### config.mk
export PLATFORM = sky130hd
export DESIGN_NAME = rdReqEngine
export DESIGN_NICKNAME = d
export VERILOG_FILES = /design/src/hdl/rdReqPkg.sv /design/src/hdl/rdCfgRegs.sv /design/src/hdl/rdCreditGate.sv /design/src/hdl/rdReqEngine.sv /design/src/hdl/rdReqSequencer.sv /design/src/hdl/rdReqSplitter.sv /design/src/hdl/rdTlpFormatter.sv
export SDC_FILE = /design/constraint.sdc
export NUM_CORES = 1
export LEC_CHECK = 0
export BUFFER_PORTS_ARGS = -buffer_cell sky130_fd_sc_hd__buf_2
export CAP_MARGIN = 20
export CORE_UTILIZATION = 45
export CTS_BUF_LIST = sky130_fd_sc_hd__clkbuf_8 sky130_fd_sc_hd__clkbuf_16
export DETAILED_ROUTE_END_ITERATION = 8
export SLEW_MARGIN = 20
export SYNTH_ARGS = -nofsm -noshare
export SYNTH_HDL_FRONTEND = slang
export SYNTH_SLANG_ARGS = --single-unit
export TNS_END_PERCENT = 1
### constraint.sdc
create_clock -name i_CfgClk -period 17.4 [get_ports i_CfgClk]
set_clock_uncertainty 0.05 [all_clocks]
set_input_delay 3.48 -clock i_CfgClk [delete_from_list [all_inputs] [get_ports i_CfgClk]]
set_output_delay 3.48 -clock i_CfgClk [all_outputs]
set_load 0.02 [all_outputs]
### src/hdl/rdReqPkg.sv
////////////////////////////////////////
// Widths, structs and state enum of the read-request engine
// Configuration register map and credit window
////////////////////////////////////////

package rdReqPkg;

	typedef logic [63:0] hostAddrT;
	typedef logic [12:0] byteLenT;	// Up to 4096
	typedef logic [9:0]  dwLenT;	// 0 means 1024
	typedef logic [31:0] xferLenT;
	typedef logic [7:0]  credHdrT;
	typedef logic [11:0] credDataT;
	typedef logic [7:0]  tagT;
	typedef logic [3:0]  beT;
	typedef logic [15:0] reqIdT;
	typedef logic [3:0]  cfgAddrT;
	typedef logic [31:0] cfgDataT;

	typedef struct packed {
		logic        enable;
		logic        engRst;
		hostAddrT    baseAddr;
		logic [10:0] dwCap;	// 0 selects the link maximum
	} cfgT;

	typedef struct packed {
		hostAddrT addr;
		dwLenT    dwLen;
		beT       firstBe;
		beT       lastBe;
		tagT      tag;
	} reqDescT;

	typedef struct packed {
		logic        sop;
		logic        eop;
		logic [63:0] data;
	} txBeatT;

	typedef struct packed {
		credHdrT  hdr;
		credDataT data;
	} credReqT;

	// One-hot, read back in the status register
	typedef enum logic [4:0] {
		Idle        = 5'b00001,
		Arbitrate   = 5'b00010,
		CheckCredit = 5'b00100,
		Send        = 5'b01000,
		Settle      = 5'b10000
	} seqStateT;

	////////////////////////////////////////
	// Register map
	////////////////////////////////////////
	localparam cfgAddrT CfgRegConfig = 4'd0;
	localparam cfgAddrT CfgRegStatus = 4'd1;
	localparam cfgAddrT CfgRegDwCap  = 4'd2;
	localparam cfgAddrT CfgRegBaseLo = 4'd4;
	localparam cfgAddrT CfgRegBaseHi = 4'd5;
	localparam cfgAddrT CfgRegLength = 4'd7;

	localparam credHdrT NhCreditWindow = 8'd128;	// Modular limit test

endpackage

### src/hdl/rdCfgRegs.sv
////////////////////////////////////////
// Configuration bus register file
// Acknowledge, readback and start pulse
////////////////////////////////////////

module rdCfgRegs
(
	input  logic               i_CfgClk,
	input  logic               i_ARst,
	input  logic               i_CfgCyc,
	input  logic               i_CfgStb,
	input  logic               i_CfgWnR,
	input  rdReqPkg::cfgAddrT  i_CfgAddr,
	input  rdReqPkg::cfgDataT  i_CfgWrData,
	output rdReqPkg::cfgDataT  o_CfgRdData,
	output logic               o_CfgAck,
	output rdReqPkg::cfgT      o_Cfg,
	output rdReqPkg::xferLenT  o_LenBytes,
	output logic               o_Start,
	input  rdReqPkg::xferLenT  i_Remain,
	input  rdReqPkg::seqStateT i_State,
	input  logic               i_Done,
	input  logic               i_TagAvail
);
	import rdReqPkg::*;

	cfgT     cfg;
	xferLenT lenBytes;
	logic    cfgAck;
	logic    start;
	logic    access;
	cfgDataT rdData;

	// One access per acknowledge, idle cycle after each ack
	assign access = i_CfgCyc & i_CfgStb & ~cfgAck;

	always_ff @(posedge i_CfgClk or posedge i_ARst)
	begin
		if (i_ARst)
		begin
			cfg      <= '0;
			lenBytes <= '0;
			cfgAck   <= 1'b0;
			start    <= 1'b0;
		end
		else
		begin
			cfgAck <= access;
			start  <= access & i_CfgWnR & (i_CfgAddr == CfgRegLength);	// Length write kicks off
			if (access & i_CfgWnR)
			begin
				case (i_CfgAddr)
					CfgRegConfig:
					begin
						cfg.enable <= i_CfgWrData[0];
						cfg.engRst <= i_CfgWrData[1];
					end
					CfgRegDwCap:  cfg.dwCap           <= i_CfgWrData[10:0];
					CfgRegBaseLo: cfg.baseAddr[31:0]  <= i_CfgWrData;
					CfgRegBaseHi: cfg.baseAddr[63:32] <= i_CfgWrData;
					CfgRegLength: lenBytes            <= i_CfgWrData;
					default: ;	// Status is read only
				endcase
			end
		end
	end

	// Readback
	always_comb
	begin
		case (i_CfgAddr)
			CfgRegConfig: rdData = {30'd0, cfg.engRst, cfg.enable};
			CfgRegStatus: rdData = {25'd0, i_State, i_TagAvail, i_Done};
			CfgRegDwCap:  rdData = {21'd0, cfg.dwCap};
			CfgRegBaseLo: rdData = cfg.baseAddr[31:0];
			CfgRegBaseHi: rdData = cfg.baseAddr[63:32];
			CfgRegLength: rdData = i_Remain;	// Bytes still to request
			default:      rdData = '0;
		endcase
	end

	assign o_CfgRdData = rdData;
	assign o_CfgAck    = cfgAck;
	assign o_Cfg       = cfg;
	assign o_LenBytes  = lenBytes;
	assign o_Start     = start;

endmodule

### src/hdl/rdCreditGate.sv
////////////////////////////////////////
// Completion credits for one read request
// Non-posted header accounting and send permission
////////////////////////////////////////

module rdCreditGate
(
	input  logic               i_CfgClk,
	input  logic               i_ARst,
	input  rdReqPkg::dwLenT    i_DwLen,
	input  logic               i_RcbIs128,
	input  rdReqPkg::credHdrT  i_CredLimNh,
	input  rdReqPkg::credHdrT  i_AvailCh,
	input  rdReqPkg::credDataT i_AvailCd,
	input  logic               i_Consume,
	output logic               o_CredOk,
	output rdReqPkg::credReqT  o_CredReq
);
	import rdReqPkg::*;

	logic [10:0] dwCount;
	logic [10:0] chSum64;
	logic [10:0] chSum128;
	logic [10:0] cdSum;
	credReqT     credReq;
	credHdrT     nhConsumed;
	credHdrT     nhSlack;
	logic        nhOk;
	logic        chOk;
	logic        cdOk;
	logic        credOk;

	assign dwCount  = (i_DwLen == '0) ? 11'd1024 : {1'b0, i_DwLen};
	assign chSum64  = dwCount + 11'd15;	// Round up to a 64-byte RCB
	assign chSum128 = dwCount + 11'd31;
	assign cdSum    = dwCount + 11'd3;	// 16 bytes per data credit

	assign credReq.hdr  = i_RcbIs128 ? {2'd0, chSum128[10:5]} : {1'b0, chSum64[10:4]};
	assign credReq.data = {3'd0, cdSum[10:2]};

	// Limit minus what this request would make consumed, modulo 256
	assign nhSlack = i_CredLimNh - (nhConsumed + 8'd1);
	assign nhOk    = nhSlack < NhCreditWindow;
	assign chOk    = i_AvailCh >= credReq.hdr;
	assign cdOk    = i_AvailCd >= credReq.data;

	always_ff @(posedge i_CfgClk or posedge i_ARst)
	begin
		if (i_ARst)
		begin
			nhConsumed <= '0;
			credOk     <= 1'b0;
		end
		else
		begin
			if (i_Consume)
				nhConsumed <= nhConsumed + 8'd1;	// One header per read
			credOk <= nhOk & chOk & cdOk;
		end
	end

	assign o_CredOk  = credOk;
	assign o_CredReq = credReq;

endmodule

### src/hdl/rdReqEngine.sv
////////////////////////////////////////
// Read-request engine top level
////////////////////////////////////////

module rdReqEngine
(
	input  logic               i_CfgClk,
	input  logic               i_ARst,
	input  logic               i_CfgCyc,
	input  logic               i_CfgStb,
	input  logic               i_CfgWnR,
	input  rdReqPkg::cfgAddrT  i_CfgAddr,
	input  rdReqPkg::cfgDataT  i_CfgWrData,
	output rdReqPkg::cfgDataT  o_CfgRdData,
	output logic               o_CfgAck,
	input  logic [11:0]        i_MaxReadReq,
	input  logic               i_RcbIs128,
	input  rdReqPkg::reqIdT    i_ReqId,
	input  rdReqPkg::credHdrT  i_CredLimNh,
	input  rdReqPkg::credHdrT  i_AvailCh,
	input  rdReqPkg::credDataT i_AvailCd,
	output logic               o_CredUpd,
	output rdReqPkg::credReqT  o_CredReq,
	input  logic               i_TagAvail,
	input  rdReqPkg::tagT      i_TagNum,
	output logic               o_TagPop,
	output logic               o_TxReq,
	input  logic               i_TxGrant,
	output logic               o_TxValid,
	output rdReqPkg::txBeatT   o_TxBeat,
	input  logic               i_TxReady
);
	import rdReqPkg::*;

	cfgT      cfg;
	xferLenT  lenBytes;
	xferLenT  remain;
	seqStateT state;
	hostAddrT addr;
	byteLenT  nextLen;
	reqDescT  desc;
	dwLenT    dwLen;
	logic     start;
	logic     done;
	logic     load;
	logic     advance;
	logic     consume;
	logic     descValid;
	logic     credOk;
	logic     beatAccept;
	logic     lastBeat;

	rdCfgRegs uCfgRegs
	(
		.i_CfgClk    (i_CfgClk),
		.i_ARst      (i_ARst),
		.i_CfgCyc    (i_CfgCyc),
		.i_CfgStb    (i_CfgStb),
		.i_CfgWnR    (i_CfgWnR),
		.i_CfgAddr   (i_CfgAddr),
		.i_CfgWrData (i_CfgWrData),
		.o_CfgRdData (o_CfgRdData),
		.o_CfgAck    (o_CfgAck),
		.o_Cfg       (cfg),
		.o_LenBytes  (lenBytes),
		.o_Start     (start),
		.i_Remain    (remain),
		.i_State     (state),
		.i_Done      (done),
		.i_TagAvail  (i_TagAvail)
	);

	rdReqSplitter uSplitter
	(
		.i_CfgClk     (i_CfgClk),
		.i_ARst       (i_ARst),
		.i_Cfg        (cfg),
		.i_LenBytes   (lenBytes),
		.i_MaxReadReq (i_MaxReadReq),
		.i_Load       (load),
		.i_Advance    (advance),
		.o_Addr       (addr),
		.o_NextLen    (nextLen),
		.o_Remain     (remain)
	);

	rdCreditGate uCreditGate
	(
		.i_CfgClk    (i_CfgClk),
		.i_ARst      (i_ARst),
		.i_DwLen     (dwLen),
		.i_RcbIs128  (i_RcbIs128),
		.i_CredLimNh (i_CredLimNh),
		.i_AvailCh   (i_AvailCh),
		.i_AvailCd   (i_AvailCd),
		.i_Consume   (consume),
		.o_CredOk    (credOk),
		.o_CredReq   (o_CredReq)
	);

	rdReqSequencer uSequencer
	(
		.i_CfgClk     (i_CfgClk),
		.i_ARst       (i_ARst),
		.i_Cfg        (cfg),
		.i_Start      (start),
		.i_Addr       (addr),
		.i_NextLen    (nextLen),
		.i_Remain     (remain),
		.i_TagAvail   (i_TagAvail),
		.i_TagNum     (i_TagNum),
		.i_TxGrant    (i_TxGrant),
		.i_CredOk     (credOk),
		.i_BeatAccept (beatAccept),
		.i_LastBeat   (lastBeat),
		.o_Load       (load),
		.o_Advance    (advance),
		.o_Consume    (consume),
		.o_Desc       (desc),
		.o_DescValid  (descValid),
		.o_TxReq      (o_TxReq),
		.o_TagPop     (o_TagPop),
		.o_CredUpd    (o_CredUpd),
		.o_DwLen      (dwLen),
		.o_State      (state),
		.o_Done       (done)
	);

	rdTlpFormatter uFormatter
	(
		.i_CfgClk     (i_CfgClk),
		.i_ARst       (i_ARst),
		.i_Desc       (desc),
		.i_DescValid  (descValid),
		.i_ReqId      (i_ReqId),
		.i_TxReady    (i_TxReady),
		.o_TxValid    (o_TxValid),
		.o_TxBeat     (o_TxBeat),
		.o_BeatAccept (beatAccept),
		.o_LastBeat   (lastBeat)
	);

endmodule

### src/hdl/rdReqSequencer.sv
////////////////////////////////////////
// Request FSM with tag, arbitration and credit steps
// Descriptor and byte enables of each read
////////////////////////////////////////

module rdReqSequencer
(
	input  logic               i_CfgClk,
	input  logic               i_ARst,
	input  rdReqPkg::cfgT      i_Cfg,
	input  logic               i_Start,
	input  rdReqPkg::hostAddrT i_Addr,
	input  rdReqPkg::byteLenT  i_NextLen,
	input  rdReqPkg::xferLenT  i_Remain,
	input  logic               i_TagAvail,
	input  rdReqPkg::tagT      i_TagNum,
	input  logic               i_TxGrant,
	input  logic               i_CredOk,
	input  logic               i_BeatAccept,
	input  logic               i_LastBeat,
	output logic               o_Load,
	output logic               o_Advance,
	output logic               o_Consume,
	output rdReqPkg::reqDescT  o_Desc,
	output logic               o_DescValid,
	output logic               o_TxReq,
	output logic               o_TagPop,
	output logic               o_CredUpd,
	output rdReqPkg::dwLenT    o_DwLen,
	output rdReqPkg::seqStateT o_State,
	output logic               o_Done
);
	import rdReqPkg::*;

	seqStateT    state;
	reqDescT     desc;
	logic        done;
	logic        startPend;
	logic        settleCnt;
	logic        takeStart;
	logic        goReq;
	logic        firstAcc;
	logic        lastAcc;
	logic [12:0] spanBytes;
	logic [1:0]  endOff;
	logic        oneDw;
	beT          firstBe;
	beT          lastMask;

	// Byte offset plus length gives the DW span of the request
	assign spanBytes = {11'd0, i_Addr[1:0]} + i_NextLen + 13'd3;
	assign oneDw     = spanBytes[12:2] == 11'd1;
	assign endOff    = i_Addr[1:0] + i_NextLen[1:0];
	assign firstBe   = 4'hF << i_Addr[1:0];
	assign lastMask  = (endOff == 2'd0) ? 4'hF : ~(4'hF << endOff);

	// New transfer only once the previous one is done
	assign takeStart = (state == Idle) & startPend & done & ~i_Cfg.engRst;
	assign goReq     = (state == Idle) & ~takeStart & ~done & i_Cfg.enable & ~i_Cfg.engRst &
		(i_NextLen != '0) & i_TagAvail;
	assign firstAcc  = (state == Send) & i_BeatAccept & ~i_LastBeat;
	assign lastAcc   = (state == Send) & i_BeatAccept & i_LastBeat;

	always_ff @(posedge i_CfgClk or posedge i_ARst)
	begin
		if (i_ARst)
		begin
			state     <= Idle;
			done      <= 1'b1;
			startPend <= 1'b0;
			settleCnt <= 1'b0;
		end
		else
		begin
			if (i_Start)
				startPend <= 1'b1;
			else if (takeStart | ((state == Idle) & i_Cfg.engRst))
				startPend <= 1'b0;

			case (state)
				Idle:
				begin
					if (i_Cfg.engRst)
						done <= 1'b1;	// Drops the current transfer
					else if (takeStart)
					begin
						done  <= 1'b0;
						state <= Settle;
					end
					else if (goReq)
						state <= Arbitrate;
				end
				Arbitrate:   if (i_TxGrant) state <= CheckCredit;
				CheckCredit: if (i_CredOk) state <= Send;
				Send:        if (lastAcc) state <= Settle;
				Settle:
				begin
					// Two cycles for the splitter pipeline
					settleCnt <= ~settleCnt;
					if (settleCnt)
					begin
						state <= Idle;
						done  <= (i_Remain == '0);
					end
				end
				default: state <= Idle;
			endcase
		end
	end

	// Descriptor, taken with the tag when leaving Idle
	always_ff @(posedge i_CfgClk)
	begin
		if (goReq)
		begin
			desc.addr    <= i_Addr;
			desc.dwLen   <= spanBytes[11:2];	// 1024 wraps to 0
			desc.firstBe <= oneDw ? (firstBe & lastMask) : firstBe;
			desc.lastBe  <= oneDw ? 4'h0 : lastMask;
			desc.tag     <= i_TagNum;
		end
	end

	assign o_Load      = takeStart;
	assign o_Advance   = lastAcc;
	assign o_Consume   = firstAcc;
	assign o_CredUpd   = firstAcc;
	assign o_TagPop    = lastAcc;
	assign o_Desc      = desc;
	assign o_DescValid = state == Send;
	assign o_TxReq     = (state == Arbitrate) | (state == CheckCredit) | (state == Send);
	assign o_DwLen     = desc.dwLen;
	assign o_State     = state;
	assign o_Done      = done;

endmodule

### src/hdl/rdReqSplitter.sv
////////////////////////////////////////
// Pull address and remaining-byte tracking
// Next request length in two stages
////////////////////////////////////////

module rdReqSplitter
(
	input  logic               i_CfgClk,
	input  logic               i_ARst,
	input  rdReqPkg::cfgT      i_Cfg,
	input  rdReqPkg::xferLenT  i_LenBytes,
	input  logic [11:0]        i_MaxReadReq,
	input  logic               i_Load,
	input  logic               i_Advance,
	output rdReqPkg::hostAddrT o_Addr,
	output rdReqPkg::byteLenT  o_NextLen,
	output rdReqPkg::xferLenT  o_Remain
);
	import rdReqPkg::*;

	hostAddrT    addr;
	xferLenT     remain;
	byteLenT     nextLen;
	byteLenT     distTo4k;
	byteLenT     capOrRemain;
	logic [10:0] linkMaxDw;
	logic [10:0] effCapDw;
	byteLenT     capBytes;
	logic        capUnset;

	////////////////////////////////////////
	// Effective request cap
	////////////////////////////////////////
	// A link maximum of zero stands for 4096 bytes
	assign linkMaxDw = (i_MaxReadReq[11:2] == 10'd0) ? 11'd1024 : {1'b0, i_MaxReadReq[11:2]};
	assign capUnset  = (i_Cfg.dwCap == 11'd0) || (i_Cfg.dwCap > linkMaxDw);
	assign effCapDw  = capUnset ? linkMaxDw : i_Cfg.dwCap;
	assign capBytes  = {effCapDw, 2'b00};

	// Tracking, load wins over advance
	always_ff @(posedge i_CfgClk or posedge i_ARst)
	begin
		if (i_ARst)
		begin
			addr   <= '0;
			remain <= '0;
		end
		else if (i_Load)
		begin
			addr   <= i_Cfg.baseAddr;
			remain <= i_LenBytes;
		end
		else if (i_Advance)
		begin
			addr   <= addr + {51'd0, nextLen};
			remain <= remain - {19'd0, nextLen};
		end
	end

	////////////////////////////////////////
	// Next length pipeline
	////////////////////////////////////////
	always_ff @(posedge i_CfgClk or posedge i_ARst)
	begin
		if (i_ARst)
		begin
			distTo4k    <= '0;
			capOrRemain <= '0;
			nextLen     <= '0;
		end
		else
		begin
			// Stage 1
			distTo4k    <= 13'h1000 - {1'b0, addr[11:0]};
			capOrRemain <= (remain >= {19'd0, capBytes}) ? capBytes : remain[12:0];
			// Stage 2, never crosses 4 KB
			nextLen     <= (distTo4k < capOrRemain) ? distTo4k : capOrRemain;
		end
	end

	assign o_Addr    = addr;
	assign o_NextLen = nextLen;
	assign o_Remain  = remain;

endmodule

### src/hdl/rdTlpFormatter.sv
////////////////////////////////////////
// Memory-read header in two 64-bit beats
// Output register held under back-pressure
////////////////////////////////////////

module rdTlpFormatter
(
	input  logic              i_CfgClk,
	input  logic              i_ARst,
	input  rdReqPkg::reqDescT i_Desc,
	input  logic              i_DescValid,
	input  rdReqPkg::reqIdT   i_ReqId,
	input  logic              i_TxReady,
	output logic              o_TxValid,
	output rdReqPkg::txBeatT  o_TxBeat,
	output logic              o_BeatAccept,
	output logic              o_LastBeat
);
	import rdReqPkg::*;

	logic        is4Dw;
	logic [31:0] dw0;
	logic [31:0] dw1;
	logic [31:0] addrLo;
	txBeatT      beat1;
	txBeatT      beat2;
	txBeatT      beatOut;
	logic        txValid;
	logic        accept;

	////////////////////////////////////////
	// Header fields
	////////////////////////////////////////
	assign is4Dw  = |i_Desc.addr[63:32];	// 64-bit address needs 4DW
	// Fmt in 31:29, type 0 for a memory read
	assign dw0    = {2'b00, is4Dw, 5'b00000, 14'd0, i_Desc.dwLen};
	assign dw1    = {i_ReqId, i_Desc.tag, i_Desc.lastBe, i_Desc.firstBe};
	assign addrLo = {i_Desc.addr[31:2], 2'b00};

	assign beat1.sop  = 1'b1;
	assign beat1.eop  = 1'b0;
	assign beat1.data = {dw1, dw0};

	assign beat2.sop  = 1'b0;
	assign beat2.eop  = 1'b1;
	assign beat2.data = is4Dw ? {addrLo, i_Desc.addr[63:32]} : {32'd0, addrLo};

	assign accept = txValid & i_TxReady;

	always_ff @(posedge i_CfgClk or posedge i_ARst)
	begin
		if (i_ARst)
			txValid <= 1'b0;
		else if (!txValid)
			txValid <= i_DescValid;
		else if (accept & beatOut.eop)
			txValid <= 1'b0;	// Both beats gone
	end

	// Beat changes only when accepted
	always_ff @(posedge i_CfgClk)
	begin
		if (!txValid & i_DescValid)
			beatOut <= beat1;
		else if (accept & beatOut.sop)
			beatOut <= beat2;
	end

	assign o_TxValid    = txValid;
	assign o_TxBeat     = beatOut;
	assign o_BeatAccept = accept;
	assign o_LastBeat   = beatOut.eop;

endmodule

# Word-level counts from Yosys, hierarchy flattened
# Index checks and enable logic that the tools add are counted.
# classes
addsub	11
magnitude_cmp	6
n_eq_ne	18
shift	2
mux	32
n_bitwise	34
reduce_logical	21
# op_table
operator	count
64-bit 2-to-1 mux	5
32-bit one-hot mux with 6 select lines	1
64-bit by 13-bit adder with 64-bit output	1
32-bit 2-to-1 mux	2
5-bit 2-to-1 mux	7
11-bit 2-to-1 mux	3
32-bit by 13-bit greater-or-equal comparator with 1-bit output	1
32-bit logical NOT	1
32-bit OR reduction	1
32-bit by 13-bit subtractor with 32-bit output	1
13-bit 2-to-1 mux	2
5-bit one-hot mux with 5 select lines	1
1-bit AND	23
10-bit logical NOT	2
13-bit by 2-bit adder with 13-bit output, second input constant	1
2-bit by 13-bit adder with 13-bit output	1
13-bit < comparator	1
13-bit nonzero test	1
13-bit by 12-bit subtractor with 13-bit output, first input constant	1
4-bit by 3-bit == test with 1-bit output, second input constant	3
12-bit by 9-bit greater-or-equal comparator with 1-bit output	1
11-bit by 2-bit adder with 11-bit output, second input constant	1
11-bit by 4-bit adder with 11-bit output, second input constant	1
11-bit by 5-bit adder with 11-bit output, second input constant	1
36 further kinds	61
# word_totals
reg_bits	420
in_bits	109
out_inout_bits	123

# Depth between registers and ports, before layout
# depth
ltp_word	15
depth_mapped	20
depth_no_buf	19

# Modules after synthesis
# Synthesis repeated with hierarchy kept, for this count alone.
# hier_totals
hier_cells	2064
area_unflattened_um2	22560.4
# modules_own_cells
mod	instances	cells_per_inst	area_per_inst_um2	seq_area_each_um2
rdReqSplitter	1	976	9081.2	3378.2
rdCfgRegs	1	388	5132.4	2777.7
rdReqSequencer	1	251	3925.0	2905.3
rdTlpFormatter	1	263	2956.6	1776.7
rdCreditGate	1	186	1465.2	225.2

# Worst setup path before layout
# Ideal clock, no wire load.
# synth_path
kind	input-to-output
from	input i_RcbIs128
to	output o_CredReq[12] (netlist bit)
arrival_ns	4.795
required_ns	13.870
setup_slack_ns	9.075
cell_stages	4
n_path_buf	2
path_cell_list	clkbuf_1 > clkbuf_1 > nand2_1 > a221oi_1
# synth_lines
element	line_no	source
start: declaration	rdReqEngine.sv:17	input logic i_RcbIs128,
end: declaration	rdReqEngine.sv:23	output rdReqPkg::credReqT o_CredReq,

# Final worst setup path
# layout_path
from	input i_CfgAddr[3]
to	output o_CfgRdData[9]
# layout_between
elab_chain_cells	2
# layout_lines
element	line_no	source
start: declaration	rdReqEngine.sv:12	input rdReqPkg::cfgAddrT i_CfgAddr,
4-bit by 3-bit == test with 1-bit output (tied with other cells)	rdCfgRegs.sv:71	case (i_CfgAddr)
32-bit one-hot mux with 6 select lines (*)	rdCfgRegs.sv:71	
end: declaration	rdReqEngine.sv:14	output rdReqPkg::cfgDataT o_CfgRdData,
# Every way passes the cells marked *; elsewhere a longest branch is shown, timed or not.

==> run_results.csv <==
group,metric,value,unit
timing,tns,0,ns
run_status,status,"finished clean",
yosys,synth_edf_count,131,
final_layout,multi_input_area,9880,sq um
yosys,synth_top_family_by_area,"compound AO/OA/AOI/OAI gates",
cts,h-tree-depth,2,
global_route,use_met1,0.400,
floorplan,core_area,47000,sq um
cts,cts-root-buf,"clkbuf_16",
timing,tightestPinTransition,1.02,ns
floorplan,die_h,221,um
final_layout,syn_to_final_growth,14.9,%
run,max_cap_violations,0,
setup_path,worstPathArrival,5.35,ns
floorplan,ios,232,
placement,port-buffer-count,225,
yosys,netlist_area,21600,sq um
timing,maxSlewViolCount,0,
yosys,synthFlopType,"dfrtp_1",
setup_path,worstSetupPathType,"input port to primary output",
floorplan,rows,79,
setup_path,crit_slowest_cell,"nor3_2",
timing,setup_viol,0,
timing,fmax,0.113,GHz
power_and_ir_drop,p_clk_frac,0.340,
power_and_ir_drop,switchingPower,886,uW
placement,dp.cells,2748,
power_and_ir_drop,peakVddDrop,0.0000725,V
power_and_ir_drop,intPower,1.99,mW
yosys,synthCells,2004,
worst_hold_path,hold_path_class,"flip-flop to flip-flop",
timing,rsz0062_at_grt,"no",
route,routed_wl,64.9,mm
cts,cts_tree,"built",
setup_path,worst_path_dominant_cell_family,"simple AND/OR/NAND/NOR gates",
floorplan,start_util,0.460,
yosys,async_reset_ff_frac,0.632,
yosys,ys_types,89,
route,routed_via_density,6.05,
yosys,yosys.area_share.simple,0.132,
yosys,synth_top_area_frac,0.304,
final_layout,diodes,0,
placement,routabilityCongestion,0.908,
cts,clk_latency,0.58,ns
global_route,grt_max_degree,136,
timing,fin_ws,8.52,ns
setup_path,cp.required,13.87,ns
route,num_vias,17100,
cts,cts_resized,0,
yosys,synth-compound-area-share,0.161,
final_layout,ff_latch_area,11000,sq um
yosys,yosys.area_share.xor_xnor,0.0288,
timing,slew_headroom,0.316,
global_route,grt_pass1_wl,100,mm
cts,cts_buffers,46,
yosys,postSynthAreaPerCell,10.8,sq um
final_layout,final_nets,2392,
floorplan,dieArea,48900,sq um
global_route,grt.total_usage,0.265,
global_route,antenna_found_initial,1,
timing,hold_viol,0,
timing,fin_crit_sh,0.511,
route,antenna_left,0,
power_and_ir_drop,leakagePower,10.7,nW
setup_path,worstPathCellList,"buf_2 -> nand2b_1 -> nor3_2 -> buf_4 -> a22oi_1 -> nand2_1 -> buf_2",
setup_path,worst-path-buf-inv,3,
setup_path,end_kind,"primary output",
final_layout,stdcell_count,2833,
cts,cts_sinks,418,
power_and_ir_drop,pwr-share-comb,0.193,
global_route,top_usage_layer,"met1",
route,drtIter0Drc,1648,
yosys,synth_seq_cells,418,
global_route,grt.overflow.total,0,
cts,clk_pin_slew_worst_paths,0.06,ns
route,wl_per_cell,22.9,um
placement,pre_cts_ws,8.54,ns
yosys,synth_fa_ha_area_frac,0.0549,
power_and_ir_drop,pwr-share-seq,0.466,
setup_path,start_kind,"input port",
setup_path,cp_common_cell,"buf_2",
setup_path,path_max_fanout,24,
global_route,grt_pass1_vias,16600,
final_layout,fin_util,0.529,
yosys,yosys.area.top_type,"dfrtp_1",
setup_path,cpPeakStageDelay,0.60,ns
global_route,grt_use_met3,0.0361,
cts,postCtsSetupBuffers,0,
final_layout,nFillCells,4167,
cts,clk_path_buf_depth,3,
yosys,ys_warn_count,0,
floorplan,die_w,221,um
placement,dpl.hpwl,46.8,mm
final_layout,drive_gt1_frac,0.212,
global_route,met2_usage,0.389,
power_and_ir_drop,power_density,116,nW/um^2
timing,timing.final.crit_period,8.88,ns
route,drc,0,
cts,postCtsHoldBufs,0,
yosys,ys_seq_area_frac,0.509,
yosys,synth.top_cells.by_area,"dfrtp_1, edfxtp_1, mux2_2",
power_and_ir_drop,switching_share,0.308,
route,drt-pass1-iter-count,7,
yosys,synth.area.mux_share,0.0773,
layout by cell type, fill, tap and decap left out, drive strengths merged, types with 32 or more instances in the layout:
master,count
edfxtp,131
nand3,77
inv,109
nand4,35
xnor2,47
nor3,32
ha,90
o21ai,109
a22o,36
clkbuf,54
buf,244
mux2,126
nand2,183
a22oi,77
dfrtp,262
nor2,81
o211ai,35
a21oi,81
through the flow:
step                      hold slack [ns]  power (mW)  instance area [sq um]
after floorplan                     0.354        1.69                  21600
after global placement              0.360        1.88                  23300
after detailed placement            0.365        1.90                  23300
after CTS                           0.379        2.88                  24800
after global routing                0.386        3.01                  24800
final                               0.376        2.88                  24800
worst reg2reg max path, cell delays in order (launching register included):
cell and delay [ns]:
dfrtp_1 0.47, ha_1 0.35, nand4_1 0.14, a211oi_1 0.25, a311oi_1 0.08, nor3_1 0.27, a31o_2 0.37, mux2_2 0.42
ha_1 0.28, inv_1 0.04, o31ai_1 0.21, a21oi_1 0.10, o21a_1 0.19, o31ai_1 0.23, a211o_1 0.54, mux2_1 0.38
per-layer routing:
| layer | vias to the layer above | share of wire |
|---|---|---|
| met5 | - | 0.00020 |
| met4 | 2 | 0.032 |
| met3 | 120 | 0.071 |
| met2 | 695 | 0.43 |
| met1 | 8431 | 0.47 |
| li1 | 7898 | - |
path summary, 6_finish.rpt:
kind,from,endpoint,slack (ns),cells past startpoint
setup / recovery,i_CfgAddr[3],o_CfgRdData[9],8.52,7
hold / removal,uCfgRegs.o_Start$_DFF_PP0_,uSequencer.startPend$_DFFE_PP0P_,0.38,1
setup reg to reg,uCfgRegs.o_Cfg[6]$_DFFE_PP0P_,uSplitter.capOrRemain[2]$_DFF_PP0_,12.92,15
hold reg to reg,uCfgRegs.o_Start$_DFF_PP0_,uSequencer.startPend$_DFFE_PP0P_,0.38,1
max in group asynchronous,i_ARst,uSplitter.o_Addr[49]$_DFFE_PP0P_,12.91,3
min in group asynchronous,i_ARst,uCfgRegs.o_Cfg[0]$_DFFE_PP0P_,3.03,2
power groups by stage:
stage | clock, mW | sequential [mW] | combinational, mW
5_1_grt | 1.03 | 1.36 | 0.621
3_5_place_dp | 0 | 1.35 | 0.549
4_1_cts | 0.996 | 1.33 | 0.554
3_3_place_gp | 0 | 1.35 | 0.535
2_1_floorplan | 0 | 1.26 | 0.427
6_report | 0.979 | 1.34 | 0.555
cells by family (layout without fill, tap and decap cells):
family	count (synthesis)	count (layout)
simple gates	564	564
compound gates	505	505
flops	418	418
buf+inv	201	420
mux	151	151
fa+ha+maj	93	93
xor+xnor	71	71
other cells	1	4
state kept, by name, indices dropped and copies added (netlist names):
| register | flops |
|---|---|
| uFormatter.o_TxBeat | 65 |
| uSequencer.startPend | 1 |
| uSplitter.capOrRemain | 13 |
| uSplitter.o_Remain | 32 |
| uSequencer.o_Done | 1 |
| uCfgRegs.o_Start | 1 |
| uSplitter.o_Addr | 64 |
| uCreditGate.nhConsumed | 8 |
| uSequencer.settleCnt | 1 |
| uCfgRegs.o_Cfg | 77 |
| uCreditGate.o_CredOk | 1 |
| uCfgRegs.o_LenBytes | 32 |
| uSequencer.o_State | 5 |
| uFormatter.o_LastBeat | 1 |
| uSequencer.o_DwLen | 10 |
| uSequencer.o_Desc | 78 |
| uCfgRegs.o_CfgAck | 1 |
| uSplitter.distTo4k | 13 |
| uSplitter.o_NextLen | 13 |
| uFormatter.o_TxValid | 1 |
cell usage after synthesis (12+ instances only):
master / number
nand4_1: 35
edfxtp_1: 131
and3_1: 22
o21ai_0: 86
xor2_1: 24
nor3_1: 29
a22o_1: 36
clkbuf_1: 91
ha_1: 90
a22oi_1: 77
dfxtp_1: 23
mux2_2: 123
nor4_1: 30
or3_1: 15
o21ai_1: 23
nand2b_1: 12
a211oi_1: 16
nor2_1: 81
nand2_1: 183
a21o_1: 22
o211ai_1: 35
inv_1: 91
dfrtp_1: 262
nand3_1: 76
mux2i_1: 25
xnor2_1: 47
a21oi_1: 81
o311ai_0: 17
or4_1: 16
a31oi_1: 17
layout make-up:
cell class | count | share of cell area
Inverter | 92 | 0.0142
Clock buffer | 54 | 0.0522
Multi-Input combinational cell | 1388 | 0.398
Tap cell | 607 | 0.0306
Clock inverter | 30 | 0.00918
Timing Repair Buffer | 244 | 0.0521
Sequential cell | 418 | 0.443
Note: power is estimated with default switching activity, not from simulation.
